[src/cram_cfg.svh]
`ifndef CRAM_CFG_SVH
`define CRAM_CFG_SVH

// bus widths
`define CRAM_AW 16
`define CRAM_DW 16

// host address that maps onto the memory's configuration register
`define CRAM_CTRL_ADDR 16'hFFFA

// wait cycles after the address cycle
`define CRAM_LAT_DEFAULT 3
`define CRAM_LAT_MIN 2
`define CRAM_LAT_MAX 6

// words per burst read
`define CRAM_BURST_LEN 4

`endif

[src/busPkg.sv]
`default_nettype none

`include "cram_cfg.svh"

package busPkg;

    typedef enum logic [1:0] {
        accWrite,
        accRead,
        accBurstRead
    } accessKind;

    // host request, valid is a one-cycle strobe
    typedef struct packed {
        logic                valid;
        accessKind           kind;
        logic [`CRAM_AW-1:0] addr;
        logic [`CRAM_DW-1:0] wdata;
    } busReq;

    // word k of the line sits at line[k*DW +: DW]
    typedef struct packed {
        logic                                valid;
        logic                                single; // only word 0 meaningful
        logic [`CRAM_BURST_LEN*`CRAM_DW-1:0] line;
    } busRsp;

endpackage

`default_nettype wire

[src/cramPkg.sv]
`default_nettype none

`include "cram_cfg.svh"

package cramPkg;

    typedef enum logic [1:0] {
        opRead,
        opWrite,
        opCfgWrite,
        opCfgRead
    } cramCmdOp;

    typedef struct packed {
        logic                start;  // one-cycle strobe
        cramCmdOp            op;
        logic [`CRAM_AW-1:0] addr;
        logic [`CRAM_DW-1:0] wdata;
        logic [2:0]          beats;  // 1 or 4
    } cramCmd;

    // memory side pins, data bus split instead of inout
    typedef struct packed {
        logic [`CRAM_AW-1:0] maddr;
        logic [`CRAM_DW-1:0] mdataOut;
        logic                mdataOe;
        logic                moeN;
        logic                mweN;
        logic                madvN;
        logic                mceN;
        logic                mcre;
        logic                mclkEn; // qualifies clk50MHz as the memory clock
        logic                mubN;
        logic                mlbN;
    } cramPins;

    typedef enum logic [2:0] {
        stIdle,
        stAddr,
        stWait,
        stData,
        stCfg
    } cramState;

    typedef struct packed {
        logic [`CRAM_AW-5:0] reserved;
        logic [2:0]          latency;
        logic                burstWrap;
    } cramCfgFields;

    // config register word as seen on maddr during the CRE cycle
    typedef union packed {
        logic [`CRAM_AW-1:0] raw;
        cramCfgFields        fields;
    } cramCfgWord;

endpackage

`default_nettype wire

[src/cramBusBridge.sv]
`timescale 1ns/1ps
`default_nettype none

`include "cram_cfg.svh"

module cramBusBridge (
    input  logic                clk50MHz,
    input  logic                rstN,
    input  busPkg::busReq       req,
    input  logic                wordValid,
    input  logic [`CRAM_DW-1:0] wordData,
    input  logic                done,
    input  logic [2:0]          latencyNow,
    output cramPkg::cramCmd     cmd,
    output busPkg::busRsp       rsp,
    output logic                busy
);
    import busPkg::*;
    import cramPkg::*;

    localparam int LineW = `CRAM_BURST_LEN * `CRAM_DW;

    logic                accept;
    logic                isCtrl;
    logic                lastBeat;
    logic                waitRead;  // line fills from wordValid
    logic                waitWrite; // response follows done
    logic [2:0]          beatCnt;
    logic [2:0]          beatsReq;
    logic                rspValid;
    logic                rspSingle;
    logic [LineW-1:0]    lineReg;
    logic                cmdStart;
    cramCmdOp            cmdOp;
    logic [`CRAM_AW-1:0] cmdAddr;
    logic [`CRAM_DW-1:0] cmdWdata;
    logic [2:0]          cmdBeats;

    assign accept   = req.valid && !busy;
    assign isCtrl   = req.addr == `CRAM_CTRL_ADDR;
    assign lastBeat = (beatCnt + 3'd1) == beatsReq;

    always_ff @(posedge clk50MHz or negedge rstN) begin
        if (!rstN) begin
            busy      <= 1'b0;
            cmdStart  <= 1'b0;
            rspValid  <= 1'b0;
            rspSingle <= 1'b0;
            waitRead  <= 1'b0;
            waitWrite <= 1'b0;
            beatCnt   <= '0;
            beatsReq  <= '0;
        end else begin
            cmdStart <= 1'b0;
            rspValid <= 1'b0;
            if (rspValid) begin
                busy <= 1'b0;
            end
            if (accept) begin
                busy    <= 1'b1;
                beatCnt <= '0;
                if (isCtrl && req.kind != accWrite) begin
                    // shadow latency answered locally, no memory cycle
                    rspValid  <= 1'b1;
                    rspSingle <= 1'b1;
                end else begin
                    cmdStart  <= 1'b1;
                    waitWrite <= req.kind == accWrite;
                    waitRead  <= req.kind != accWrite;
                    beatsReq  <= (req.kind == accBurstRead) ? 3'(`CRAM_BURST_LEN) : 3'd1;
                end
            end
            if (wordValid && waitRead) begin
                beatCnt <= beatCnt + 3'd1;
                if (lastBeat) begin
                    rspValid  <= 1'b1;
                    rspSingle <= beatsReq == 3'd1;
                    waitRead  <= 1'b0;
                end
            end
            if (done && waitWrite) begin
                rspValid  <= 1'b1;
                rspSingle <= 1'b1;
                waitWrite <= 1'b0;
            end
        end
    end

    always_ff @(posedge clk50MHz) begin
        if (accept) begin
            cmdAddr  <= req.addr;
            cmdWdata <= req.wdata;
            cmdBeats <= (req.kind == accBurstRead) ? 3'(`CRAM_BURST_LEN) : 3'd1;
            if (isCtrl) begin
                cmdOp   <= opCfgWrite;
                lineReg <= {{(LineW-3){1'b0}}, latencyNow};
            end else begin
                cmdOp <= (req.kind == accWrite) ? opWrite : opRead;
            end
        end
        if (wordValid) begin
            lineReg[beatCnt*`CRAM_DW +: `CRAM_DW] <= wordData;
        end
    end

    always_comb begin
        cmd.start  = cmdStart;
        cmd.op     = cmdOp;
        cmd.addr   = cmdAddr;
        cmd.wdata  = cmdWdata;
        cmd.beats  = cmdBeats;
        rsp.valid  = rspValid;
        rsp.single = rspSingle;
        rsp.line   = lineReg;
    end

    // host has no back-pressure, so a strobe while busy would be lost
    reqWhileBusy: assert property (@(posedge clk50MHz) disable iff (!rstN)
        req.valid |-> !busy)
        else $error("host request while busy");

    beatOverrun: assert property (@(posedge clk50MHz) disable iff (!rstN)
        wordValid |-> waitRead && beatCnt < beatsReq)
        else $error("more beats than requested");

endmodule

`default_nettype wire

[src/cramController.sv]
`timescale 1ns/1ps
`default_nettype none

`include "cram_cfg.svh"

module cramController (
    input  logic                clk50MHz,
    input  logic                rstN,
    input  cramPkg::cramCmd     cmd,
    input  logic [`CRAM_DW-1:0] mdataIn,
    output cramPkg::cramPins    pins,
    output logic                wordValid,
    output logic [`CRAM_DW-1:0] wordData,
    output logic                done,
    output logic [2:0]          latencyNow
);
    import cramPkg::*;

    // byte enables held asserted, strobes inactive
    localparam cramPins IdlePins = '{
        maddr:    '0,
        mdataOut: '0,
        mdataOe:  1'b0,
        moeN:     1'b1,
        mweN:     1'b1,
        madvN:    1'b1,
        mceN:     1'b1,
        mcre:     1'b0,
        mclkEn:   1'b0,
        mubN:     1'b0,
        mlbN:     1'b0
    };

    cramState   state;
    cramCmdOp   op;
    logic [2:0] waitCnt;
    logic [2:0] beatCnt;
    logic [2:0] latShadow;
    logic [2:0] cfgLat;     // clamped latency waiting for the CRE cycle
    logic [2:0] latClamped;
    cramCfgWord cfgIn;
    cramCfgWord cfgOut;

    always_comb begin
        cfgIn.raw = cmd.wdata;
        // overflow into the reserved bits saturates high
        if (|cfgIn.fields.reserved || cfgIn.fields.latency > 3'(`CRAM_LAT_MAX)) begin
            latClamped = 3'(`CRAM_LAT_MAX);
        end else if (cfgIn.fields.latency < 3'(`CRAM_LAT_MIN)) begin
            latClamped = 3'(`CRAM_LAT_MIN);
        end else begin
            latClamped = cfgIn.fields.latency;
        end
        cfgOut.fields.reserved  = '0;
        cfgOut.fields.latency   = latClamped;
        cfgOut.fields.burstWrap = cfgIn.fields.burstWrap;
    end

    always_ff @(posedge clk50MHz or negedge rstN) begin
        if (!rstN) begin
            state     <= stIdle;
            op        <= opRead;
            waitCnt   <= '0;
            beatCnt   <= '0;
            cfgLat    <= 3'(`CRAM_LAT_DEFAULT);
            latShadow <= 3'(`CRAM_LAT_DEFAULT);
            wordValid <= 1'b0;
            wordData  <= '0;
            done      <= 1'b0;
            pins      <= IdlePins;
        end else begin
            wordValid <= 1'b0;
            done      <= 1'b0;
            case (state)
                stIdle: begin
                    if (cmd.start) begin
                        op      <= cmd.op;
                        beatCnt <= cmd.beats - 3'd1;
                        waitCnt <= latShadow - 3'd1;
                        cfgLat  <= latClamped;
                        if (cmd.op == opCfgRead) begin
                            // no memory cycle, shadow returned as a single beat
                            wordValid <= 1'b1;
                            wordData  <= {{(`CRAM_DW-3){1'b0}}, latShadow};
                            done      <= 1'b1;
                        end else begin
                            state         <= stAddr;
                            pins.mceN     <= 1'b0;
                            pins.madvN    <= 1'b0;
                            pins.mclkEn   <= 1'b1;
                            pins.maddr    <= (cmd.op == opCfgWrite) ? cfgOut.raw : cmd.addr;
                            pins.mdataOut <= cmd.wdata;
                            pins.mweN     <= cmd.op != opWrite; // low from stAddr on writes
                        end
                    end
                end
                stAddr: begin
                    pins.madvN <= 1'b1;
                    if (op == opCfgWrite) begin
                        state     <= stCfg;
                        pins.mcre <= 1'b1;
                        pins.mweN <= 1'b0;
                    end else begin
                        state <= stWait;
                    end
                end
                stWait: begin
                    pins.moeN <= op != opRead; // low from the second wait cycle
                    if (waitCnt == 3'd0) begin
                        state        <= stData;
                        pins.mdataOe <= op == opWrite;
                    end else begin
                        waitCnt <= waitCnt - 3'd1;
                    end
                end
                stData: begin
                    if (op == opRead) begin
                        wordValid <= 1'b1;
                        wordData  <= mdataIn;
                    end
                    if (beatCnt == 3'd0) begin
                        state <= stIdle;
                        done  <= 1'b1;
                        pins  <= IdlePins;
                    end else begin
                        beatCnt <= beatCnt - 3'd1;
                    end
                end
                stCfg: begin
                    latShadow <= cfgLat;
                    state     <= stIdle;
                    done      <= 1'b1;
                    pins      <= IdlePins;
                end
                default: begin
                    state <= stIdle;
                    pins  <= IdlePins;
                end
            endcase
        end
    end

    assign latencyNow = latShadow;

    oeWeExclusive: assert property (@(posedge clk50MHz) disable iff (!rstN)
        !(!pins.mweN && !pins.moeN))
        else $error("mweN and moeN both low");

    advOnlyInAddr: assert property (@(posedge clk50MHz) disable iff (!rstN)
        !pins.madvN |-> state == stAddr)
        else $error("madvN low outside the address cycle");

endmodule

`default_nettype wire

[src/cramTop.sv]
`timescale 1ns/1ps
`default_nettype none

`include "cram_cfg.svh"

module cramTop (
    input  logic                clk50MHz,
    input  logic                rstN,
    input  busPkg::busReq       req,
    output busPkg::busRsp       rsp,
    output logic                busy,
    output cramPkg::cramPins    pins,
    input  logic [`CRAM_DW-1:0] mdataIn
);
    import cramPkg::*;

    cramCmd              cmd;
    logic                wordValid;
    logic [`CRAM_DW-1:0] wordData;
    logic                done;
    logic [2:0]          latencyNow;

    cramBusBridge i_cramBusBridge (
        .clk50MHz   (clk50MHz),
        .rstN       (rstN),
        .req        (req),
        .wordValid  (wordValid),
        .wordData   (wordData),
        .done       (done),
        .latencyNow (latencyNow),
        .cmd        (cmd),
        .rsp        (rsp),
        .busy       (busy)
    );

    cramController i_cramController (
        .clk50MHz   (clk50MHz),
        .rstN       (rstN),
        .cmd        (cmd),
        .mdataIn    (mdataIn),
        .pins       (pins),
        .wordValid  (wordValid),
        .wordData   (wordData),
        .done       (done),
        .latencyNow (latencyNow)
    );

endmodule

`default_nettype wire

[config.mk]
export PLATFORM = sky130hd
export DESIGN_NAME = cramTop
export DESIGN_NICKNAME = d
export VERILOG_FILES = /design/src/busPkg.sv /design/src/cramPkg.sv /design/src/cramBusBridge.sv /design/src/cramController.sv /design/src/cramTop.sv
export VERILOG_INCLUDE_DIRS = /design/src
export SDC_FILE = /design/constraint.sdc
export NUM_CORES = 1
export LEC_CHECK = 0
export BUFFER_PORTS_ARGS = -buffer_cell sky130_fd_sc_hd__buf_2
export CAP_MARGIN = 5
export CORE_AREA = 3 3 132 134
export DETAILED_ROUTE_END_ITERATION = 6
export DIE_AREA = 0 0 135 137
export PLACE_DENSITY_LB_ADDON = 0.2
export SLEW_MARGIN = 15
export SYNTH_ARGS = -nofsm -noshare
export SYNTH_HDL_FRONTEND = slang
export SYNTH_SLANG_ARGS = --single-unit
[constraint.sdc]
create_clock -name clk50MHz -period 6.3 [get_ports clk50MHz]
set_input_delay 0.63 -clock clk50MHz [delete_from_list [all_inputs] [get_ports clk50MHz]]
set_output_delay 0.63 -clock clk50MHz [all_outputs]
set_load 0.1 [all_outputs]
* Word-level counts from Yosys, hierarchy flattened
Index checks and enable logic that the tools add are counted.
Storage, ports and cells: register bits after elaboration 189, input port bits 53, output and inout port bits 108, logic and storage cells 180
Operators by class: add/sub/neg operators 6, magnitude comparators 2, eq/ne operators 23, shifts and indexed selects 2, mux-type cells 71, bitwise gates (word level) 6, reductions and logical operators 37
Operators by type and width (number):
- two-way mux 64 bit | 3
- case mux 32 bit (3 select lines) | 1
- bitwise mux 64 bit | 1
- two-way mux 16 bit | 4
- two-way mux 32 bit | 2
- variable shift 16 x 34 -> 64 bit, first input constant | 1
- variable part select 16 x 34 -> 64 bit | 1
- two-way mux 3 bit | 16
- two-way mux 41 bit | 1
- negation 7 -> 34 bit | 1
- case mux 16 bit (2 select lines) | 1
- two-way mux 1 bit | 31
- equality test 16 bit, second input constant | 1
- AND reduction 4 bit | 4
- nonzero test 2 bit | 7
- != test 2 x 1 -> 1 bit, second input constant | 6
- case mux 1 bit (3 select lines) | 4
- case mux 3 bit (2 select lines) | 2
- case mux 3 bit (4 select lines) | 1
- AND reduction 3 bit | 4
- OR reduction 12 bit | 1
- subtractor 3 x 1 -> 3 bit, second input constant | 4
- != test 2 bit, second input constant | 5
- AND reduction 2 bit | 5
- 22 further kinds | 40

* Logic depth before layout (Yosys ltp)
Gate-level depths: netlist of the first run.
depth in word-level cells 7, mapped depth 10, depth with buffers taken out 7

* Modules after synthesis
A second synthesis of the first run with hierarchy kept.
Second synthesis, totals: cells, all modules 581, area total of the unflattened synthesis 7163.1 um^2
Modules (own cells, without submodules):
- cramBusBridge | instances 1, cells each 301, area each 3887.5 um^2, sequential area each 2637.5 um^2
- cramController | instances 1, cells each 280, area each 3275.6 um^2, sequential area each 1861.8 um^2

* Worst setup path before layout of the first run
No wires, ideal clock.
kind register to register, from register i_cramBusBridge.busy, to register i_cramBusBridge.beatCnt[2], setup time 83 ps, arrival 2808 ps, required time 6217 ps, setup slack 3410 ps, cell stages (with the launch flop) 7, path buffers 1, period minus slack after synthesis 2890 ps, path through dfrtp_1 nand2b_1 buf_2 clkinv_1 a21oi_1 o21ai_0 o21ai_0
On the way: cells in the longest elaborated chain, start to end 3
RTL lines:
- start, declared | line cramBusBridge.sv:16 | output logic busy
- start signal, assigned | line cramBusBridge.sv:45 | busy <= 1'b0;
- start signal, assigned | line cramBusBridge.sv:57 | busy <= 1'b0;
- start signal, assigned | line cramBusBridge.sv:60 | busy <= 1'b1;
- logical NOT 1 bit | line cramBusBridge.sv:39 | assign accept = req.valid && !busy;
- logical AND 1 bit | line cramBusBridge.sv:39
- net i_cramBusBridge.accept | line cramBusBridge.sv:23 | logic accept;
- nonzero test 2 bit (no source line)
- end signal, assigned | line cramBusBridge.sv:74 | beatCnt <= beatCnt + 3'd1;
- end, declared | line cramBusBridge.sv:28 | logic [2:0] beatCnt;
The timed path passes the listed nets, and every way through them passes these cells. A chain may end at the register's enable or synchronous reset.

* Final worst setup path of the first run
from register i_cramBusBridge.beatCnt[0], to register i_cramBusBridge.lineReg[32]
On the way: cells in the longest elaborated chain, start to end 4, elaborated cells between the ends (all ways) 5, those cells by class add/sub (1); shift (2); mux (2)
RTL lines:
- negation 7 -> 34 bit (*) | line cramBusBridge.sv:102 | lineReg[beatCnt*`CRAM_DW +: `CRAM_DW] <= wordData;
- variable part select 16 x 34 -> 64 bit / variable shift 16 x 34 -> 64 bit (equally long branches) | line cramBusBridge.sv:102
- bitwise mux 64 bit (*) | line cramBusBridge.sv:102
- two-way mux 64 bit (*) | line cramBusBridge.sv:101 | if (wordValid) begin
- end signal, assigned | line cramBusBridge.sv:96 | lineReg <= {{(LineW-3){1'b0}}, latencyNow};
- end signal, assigned by index | line cramBusBridge.sv:102
- end, declared | line cramBusBridge.sv:32 | logic [LineW-1:0] lineReg;
Mark *: on every way between the ends. The rest lies on a longest branch, timed or not.

==> out/summary.txt, run 1 <==
drt initial violations: 338
Setup Total Neg Slack: 0 ns
Max Cap Viol: 0
critical path class: register to register
HP Class: input pin to asynchronous set/reset pin
1st-pass router iterations: 4
worst slew pin tran: 1.06 ns
Final Critical Period: 2.54 ns
Worst setup SP type: register
CTS Buffer Depth: 2
gpl congestion: 0.825
first-pass GRT wire length: 28.2 mm
most frequent cells in the layout: buf_2, nand2_1, dfrtp_1, o21ai_0, dfxtp_1
final worst slack: 3.76 ns
GRT Total Usage: 19.3%
core area: 16400 µm²
utilization after layout: 53.1%
H-Tree Depth: 4
Yosys reg bits: 185
reg-to-reg slack, setup: 3.76 ns
DRC: 0
row cnt: 47
count of pins over their slew limit: 0
Crit path required time: 6.66 ns
clock sink count: 185
Clk Latency, worst-skew pair: 0.43 ns
TritonCTS Buffers: 17
post-synthesis sequential area ratio: 61.7%
Layout Area Growth over Synthesis: 19.5%
Netlist Area Pre-Place: 7290 µm²
IO Pins: 161
crit share post-route: 40.3%
drt via density: 5.31
Synth async-reset ratio: 45.9%
vias post-DR: 5497
largest net degree at the start of global routing: 74
Final Setup Violations: 0
initial core utilization: 44.4%
total routed wirelength: 17.6 mm
gr ovfl total: 0
CTS tree: built
status: finished, final reports clean
Seq. cell area: 4500 µm²
Fillers: 1468
CTS Hold Bufs: 0
# port buffers: 158
post-CTS setup buffers: 0
ys flop type: dfrtp_1
Syn Inst Count: 665
diode count: 0
Synth cell types: 66
drt wl/cell: 16.9 µm
initial antenna violation count: 0
main area contributors after synthesis: dfrtp_1, dfxtp_1, edfxtp_1
slew margin rel.: 29.6%
post_cts resized: 0
fmax: 394 MHz
multi-input logic area: 2470 µm²
share of layout cells above drive strength 1: 27.7%
die width: 135 µm
nature of the critical path endpoint: register
Setup WS pre-CTS: 3.54 ns
hold slack: 0.0374 ns
clock skew: 0.00986 ns
Root Driver: clkbuf_16
Clock Pin Slew Worst Setup and Hold Paths: 0.07 ns
EDFF count, synth: 36
Avg Inst Size Synth: 11.0 µm²
vias in the first global route: 5397
Ys Warns: 0
post-synth top area cell: dfrtp_1
Critical Path AT: 2.90 ns
Die Area: 18500 µm²
RSZ-0062 raised after global routing: false
DIE HEIGHT: 137 µm
hpwl dp: 12.5 mm
final layout net count: 861
largest fanout on the critical path: 16
Routed Antenna Nets: 0
Hold Fails Final Rpt: 0
top-area cell type share of the netlist area: 26.4%
commonest non-fill, non-tap cell in the layout: buf_2
==> worst max-delay path: stages, from the launching register on <==
cell      delay, ns
dfrtp_1        0.55
inv_1          0.17
ha_1           0.23
ha_1           0.30
nand4b_1       0.19
nor3_2         0.78
nand2_1        0.16
o21ai_2        0.08
==> routing by layer <==
| metal | wire length [µm] | global-route usage, % | part of all wire, % |
|---|---|---|---|
| met3 | 1090 | 4.89 | 6.2 |
| met4 | 264 | 6.94 | 1.5 |
| met2 | 8190 | 29.7 | 47 |
| met1 | 8010 | 26.5 | 46 |
| met5 | 0 | 0 | 0 |
==> logic make-up (layout without fill, tap and decap cells) <==
group,after synthesis,in the layout,synth area share (%)
simple gates,221,221,14.3
flops,185,185,61.7
compound gates,179,179,16.5
buf+inv,58,208,4.46
mux,12,12,1.72
fa+ha+maj,5,5,0.858
xor+xnor,4,4,0.481
other cells,1,2,0.0514
==> flip-flops by register name (all words and copies together) (netlist names), 3 cells and up <==
| signal | flops |
|---|---|
| i_cramController.beatCnt | 3 |
| i_cramController.wordData | 16 |
| i_cramBusBridge.beatCnt | 3 |
| i_cramController.latencyNow | 3 |
| i_cramController.pins | 39 |
| i_cramController.state | 3 |
| i_cramBusBridge.lineReg | 64 |
| i_cramBusBridge.cmdAddr | 16 |
| i_cramController.waitCnt | 3 |
| i_cramBusBridge.cmdWdata | 16 |
| i_cramController.cfgLat | 3 |
==> final cells by class <==
cell class | count | area share [%]
clock buffers | 18 | 4.92
clock inverters | 14 | 1.87
inverters | 14 | 0.617
multi-input cells | 423 | 28.4
flip-flops and latches | 185 | 51.6
well taps | 220 | 3.16
repair buffers | 162 | 9.45
==> metrics by stage <==
step,instance area [µm²],instances
finish,8720,1036
global route,8720,1036
CTS,8710,1036
global placement,8120,1004
floorplan,7290,666
detailed placement,8120,1004
==> final timing paths <==
path | startpoint | endpoint | cells after the start
max in group asynchronous | rstN | i_cramController.wordData[15] | 2
min | rstN | i_cramController.pins[24] | 1
max reg2reg | i_cramBusBridge.beatCnt[0] | i_cramBusBridge.lineReg[32] | 7
max | i_cramBusBridge.beatCnt[0] | i_cramBusBridge.lineReg[32] | 7
min reg2reg | i_cramBusBridge.lineReg[30] | i_cramBusBridge.lineReg[30] | 2
min in group clk50MHz | req[11] | i_cramBusBridge.cmdWdata[11] | 1
==> cells in the mapped netlist, types with 7 or more instances <==
library cell and number:
nand2_1 143, dfrtp_1 77, o21ai_0 75, dfxtp_1 64, a22o_1 43, edfxtp_1 36
nor2_1 21, a21oi_1 18, buf_2 16, clkbuf_1 14, inv_1 12, buf_6 9
nor3_1 9, a31oi_1 8, dfstp_2 8, mux2i_1 8, o21ai_2 7
Power of run 1 is not shown: default switching activity piles up to over one toggle a cycle in this logic, so the estimate is an artifact.
==> inputs of run 2 (changes only) <==
- clock period: 6.3 -> 2.3 ns (I/O delays scaled with it)
==> out/summary.txt, run 2 (synthesis results as in run 1) <==
share of layout cells above drive strength 1: 28.8% (+1.1 points)
DP Area: 8310 µm² (+2.4%)
utilization after layout: 56.2% (+3.1 points)
vias in the first global route: 5618 (+4.1%)
die width: 135 µm (unchanged)
# placed instances: 1026 (+2.2%)
Routed Antenna Nets: 0 (unchanged)
initial core utilization: 44.4% (unchanged)
count of pins over their slew limit: 0 (unchanged)
nature of the critical path endpoint: register
total routed wirelength: 18.2 mm (+3.5%)
H-Tree Depth: 4 (unchanged)
Clk Latency, worst-skew pair: 0.42 ns (about the same)
slowest library cell on the worst path: or4_1
DIE HEIGHT: 137 µm (unchanged)
drt wl/cell: 16.7 µm (-1.7%)
worst path cell trace: dlygate4sd3_1, buf_2, nand4bb_1, or4_1, nor2_8, buf_12, o21ai_0
vias post-DR: 5689 (+3.5%)
Worst Hold Launch: req[27]
gr ovfl total: 0 (unchanged)
CTS tree: built
clock sink count: 185 (unchanged)
TritonCTS Buffers: 17 (unchanged)
Final Critical Period: 2.13 ns
Largest regs: i_cramBusBridge.lineReg: 64 flops, i_cramController.pins: 39 flops
HP Class: input pin to register
slowest cell delay on critical path: 0.73 ns (-0.05 ns)
clock skew: 0.0125 ns (+0.00260 ns)
# port buffers: 158 (unchanged)
largest reg by FF count: i_cramBusBridge.lineReg
most frequent cells in the layout: buf_2, nand2_1, dfrtp_1, o21ai_0, dfxtp_1
gpl congestion: 0.836 (+1.3%)
Crit path required time: 2.59 ns (-4.07 ns)
drt initial violations: 353 (+4.4%)
Root Driver: clkbuf_16
CTS Buffer Depth: 2 (unchanged)
first-pass GRT wire length: 29.2 mm (+3.4%)
largest net degree at the start of global routing: 62 (-16%)
slew margin rel.: 45.9% (+16 points)
Critical Path AT: 2.42 ns (-0.48 ns)
RSZ-0062 raised after global routing: false
max reg flops: 64 (unchanged)
crit path from: req[18]
largest fanout on the critical path: 61 (+45)
IO Pins: 161 (unchanged)
final layout net count: 914 (+6.2%)
status: finished, final reports clean
critical path class: input pin to register
Worst setup SP type: input pin
Layout Area Growth over Synthesis: 26.4%
Die Area: 18500 µm² (unchanged)
Max Cap Viol: 0 (unchanged)
1st-pass router iterations: 5 (+1)
Setup Total Neg Slack: 0 ns (unchanged)
worst slew pin tran: 0.811 ns (-0.246 ns)
initial antenna violation count: 1 (+1)
crit share post-route: 92.6%
DRC: 0 (unchanged)
reg-to-reg slack, setup: 0.24 ns (-3.52 ns)
core area: 16400 µm² (unchanged)
fin cells: 1091 (+5.3%)
hpwl dp: 12.8 mm (+2.4%)
GRT Total Usage: 19.9% (+0.69 points)
Clock Pin Slew Worst Setup and Hold Paths: 0.07 ns (about the same)
row cnt: 47 (unchanged)
commonest non-fill, non-tap cell in the layout: buf_2
Critical R2R Launch: i_cramBusBridge.beatCnt[1]
Hold Fails Final Rpt: 0 (unchanged)
fmax: 470 MHz
drt via density: 5.21 (-1.7%)
Final Setup Violations: 0 (unchanged)
fin area: 9220 µm² (+5.7%)
[run 2: area by class of cell]
type | instances | area (µm²)
antenna | 2 | 5.00
clock buffer | 20 | 478
clock inverter | 12 | 109
fill | 1366 | 7190
inverter | 14 | 55.1
multi-input combinational | 423 | 2470
sequential | 185 | 4500
tap | 220 | 275
timing repair buffer | 215 | 1320
[run 2: final timing paths]
| path | cells after the start | to |
|---|---|---|
| max in group asynchronous | 3 | i_cramController.pins[7] |
| min reg2reg | 2 | i_cramBusBridge.lineReg[29] |
| min in group asynchronous | 2 | i_cramController.pins[23] |
| max | 7 | i_cramBusBridge.lineReg[12] |
| min | 1 | i_cramBusBridge.cmdAddr[11] |
| max reg2reg | 7 | i_cramBusBridge.lineReg[35] |
[run 2: worst max-delay path: cells and delay by family]
family | cells | cell delay [ns]
and+or+nand+nor | 3 | 1.11
buffers and inverters | 3 | 0.91
AOI/OAI and AO/OA | 1 | 0.15
[run 2: what timing repair did]
item	4_1_cts	5_1_grt
setup endpoints to repair	0	0
hold buffers	31	0
hold endpoints to repair	70	0
resized for setup	0	0
buffers inserted	0	0
[run 2: routing by layer]
| layer | vias to the layer above | part of all wire, % | track usage, % |
|---|---|---|---|
| met1 | 2712 | 46 | 27.9 |
| li1 | 2740 | - | - |
| met5 | - | 0 | 0 |
| met2 | 211 | 46 | 30.7 |
| met4 | 0 | 1.7 | 7.61 |
| met3 | 26 | 6.3 | 4.34 |
[run 2: stage by stage]
stage               setup WS [ns]  hold WS, ns
finish                      0.170       0.0136
global route              0.00849      0.00637
CTS                         0.184     0.000247
detailed placement          0.260        0.290
global placement            0.334        0.280
floorplan                   0.189      -0.0656
Power of run 2 is left out for the same reason.
==> inputs of run 3 (changes only) <==
- clock period: 2.3 -> 2.5 ns (I/O delays scaled with it)
==> out/summary.txt, run 3 (synthesis results as in run 1) <==
Largest regs: i_cramBusBridge.lineReg: 64 flops, i_cramController.pins: 39 flops
vias post-DR: 5654 (-0.62%)
Routed Antenna Nets: 0 (unchanged)
Final Critical Period: 2.14 ns
gr ovfl total: 0 (unchanged)
TritonCTS Buffers: 17 (unchanged)
status: finished, final reports clean
RSZ-0062 raised after global routing: false
drt wl/cell: 17.0 µm (+1.8%)
row cnt: 47 (unchanged)
# port buffers: 158 (unchanged)
final worst slack: 0.360 ns (+0.190 ns)
die width: 135 µm (unchanged)
first-pass GRT wire length: 29.2 mm (+0.14%)
R2R cell count: 7 (unchanged)
CTS tree: built
GRT Total Usage: 20.1% (+0.13 points)
Setup WS pre-CTS: 0.422 ns (+0.162 ns)
Clock Pin Slew Worst Setup and Hold Paths: 0.07 ns (about the same)
hold path depth: 1 (unchanged)
Worst setup SP type: input pin
1st-pass router iterations: 4 (-1)
post_cts resized: 0 (unchanged)
count of pins over their slew limit: 0 (unchanged)
share of layout cells above drive strength 1: 28.5% (-0.26 points)
vias in the first global route: 5681 (+1.1%)
drt initial violations: 285 (-19%)
nature of the critical path endpoint: register
Final Setup Violations: 0 (unchanged)
max reg flops: 64 (unchanged)
CTS Buffer Depth: 2 (unchanged)
Die Area: 18500 µm² (unchanged)
commonest non-fill, non-tap cell in the layout: buf_2
worst slew pin tran: 1.09 ns (+0.275 ns)
clock skew: 0.00705 ns (-0.00540 ns)
crit share post-route: 85.6%
clock sink count: 185 (unchanged)
core area: 16400 µm² (unchanged)
total routed wirelength: 18.3 mm (+0.53%)
final layout net count: 901 (-1.4%)
gpl congestion: 0.875 (+4.7%)
Layout Area Growth over Synthesis: 24.6%
post-CTS setup buffers: 0 (unchanged)
most frequent cells in the layout: buf_2, nand2_1, dfrtp_1, o21ai_0, dfxtp_1
H-Tree Depth: 4 (unchanged)
DRC: 0 (unchanged)
Hold Fails Final Rpt: 0 (unchanged)
Clk Latency, worst-skew pair: 0.42 ns (about the same)
largest fanout on the critical path: 59 (-3.3%)
largest net degree at the start of global routing: 60 (-3.2%)
drt via density: 5.25 (+0.68%)
hpwl dp: 12.7 mm (-0.37%)
initial core utilization: 44.4% (unchanged)
Setup Total Neg Slack: 0 ns (unchanged)
slew margin rel.: 27.6% (-18 points)
Crit path required time: 2.80 ns (+0.21 ns)
DIE HEIGHT: 137 µm (unchanged)
utilization after layout: 55.4% (-0.79 points)
initial antenna violation count: 0 (-1)
IO Pins: 161 (unchanged)
Fillers: 1407 (+3.0%)
critical path class: input pin to register
Critical Path AT: 2.44 ns (+0.02 ns)
largest reg by FF count: i_cramBusBridge.lineReg
fmax: 467 MHz
Root Driver: clkbuf_16
Max Cap Viol: 0 (unchanged)
HP Class: input pin to register
-- run 3: cell count changes in the layout (fill, tap and decap cells not counted) --
cell	delta
inv_6	+4
bufinv_16	+1
clkbuf_8	-2
buf_4	-5
clkinv_4	-2
diode_2	-1
clkinv_2	+1
dlygate4sd3_1	-8
clkbuf_16	-1
clkinvlp_4	-1
dfrtp_1	+1
dfrtp_2	-1
-- run 3: critical path, stage by stage --
cell and delay [ns]:
dlygate4sd3_1 0.53, buf_2 0.13, nand4bb_1 0.17, or4_1 0.72
nor2_8 0.22, buf_12 0.24, o21ai_0 0.14
-- run 3: final cells by class --
cell class | count | area [µm²] | share of cell area [%]
clock buffers | 17 | 425 | 4.68
flip-flops and latches | 185 | 4500 | 49.5
diodes | 1 | 2.50 | 0.0275
repair buffers | 202 | 1210 | 13.3
inverters | 14 | 55.1 | 0.606
well taps | 220 | 275 | 3.03
multi-input cells | 423 | 2470 | 27.2
clock inverters | 15 | 154 | 1.69
-- run 3: final timing paths --
kind,from,end,slack [ns]
setup / recovery,req[18],i_cramBusBridge.lineReg[13],0.36
hold / removal,req[26],i_cramBusBridge.cmdAddr[10],0.03
setup reg to reg,i_cramBusBridge.beatCnt[0],i_cramBusBridge.lineReg[44],0.41
hold reg to reg,i_cramBusBridge.lineReg[28],i_cramBusBridge.lineReg[28],0.45
max in group asynchronous,rstN,i_cramController.latencyNow[0],1.51
min in group asynchronous,rstN,i_cramBusBridge.busy,0.30
-- run 3: per-stage QoR --
step	instances	instance area, µm²	hold slack [ns]
final	1077	9090	0.0251
after global routing	1076	9080	0.00244
after CTS	1076	9080	0.00224
after detailed placement	1021	8280	0.217
after global placement	1021	8280	0.212
after floorplan	666	7300	-0.0456
-- run 3: what timing repair did --
action,in CTS,in global routing
endpoints found under the setup margin,0,0
hold endpoints to repair,50,0
hold buffers,23,0
-- run 3: per-layer routing --
layer,vias to the layer above,track usage [%],routed length (µm)
met5,-,0,0
met4,0,7.39,358
met3,27,5.74,1210
met2,198,32.1,8640
met1,2717,26.2,8060
li1,2712,-,-
Power of run 3 is left out for the same reason.
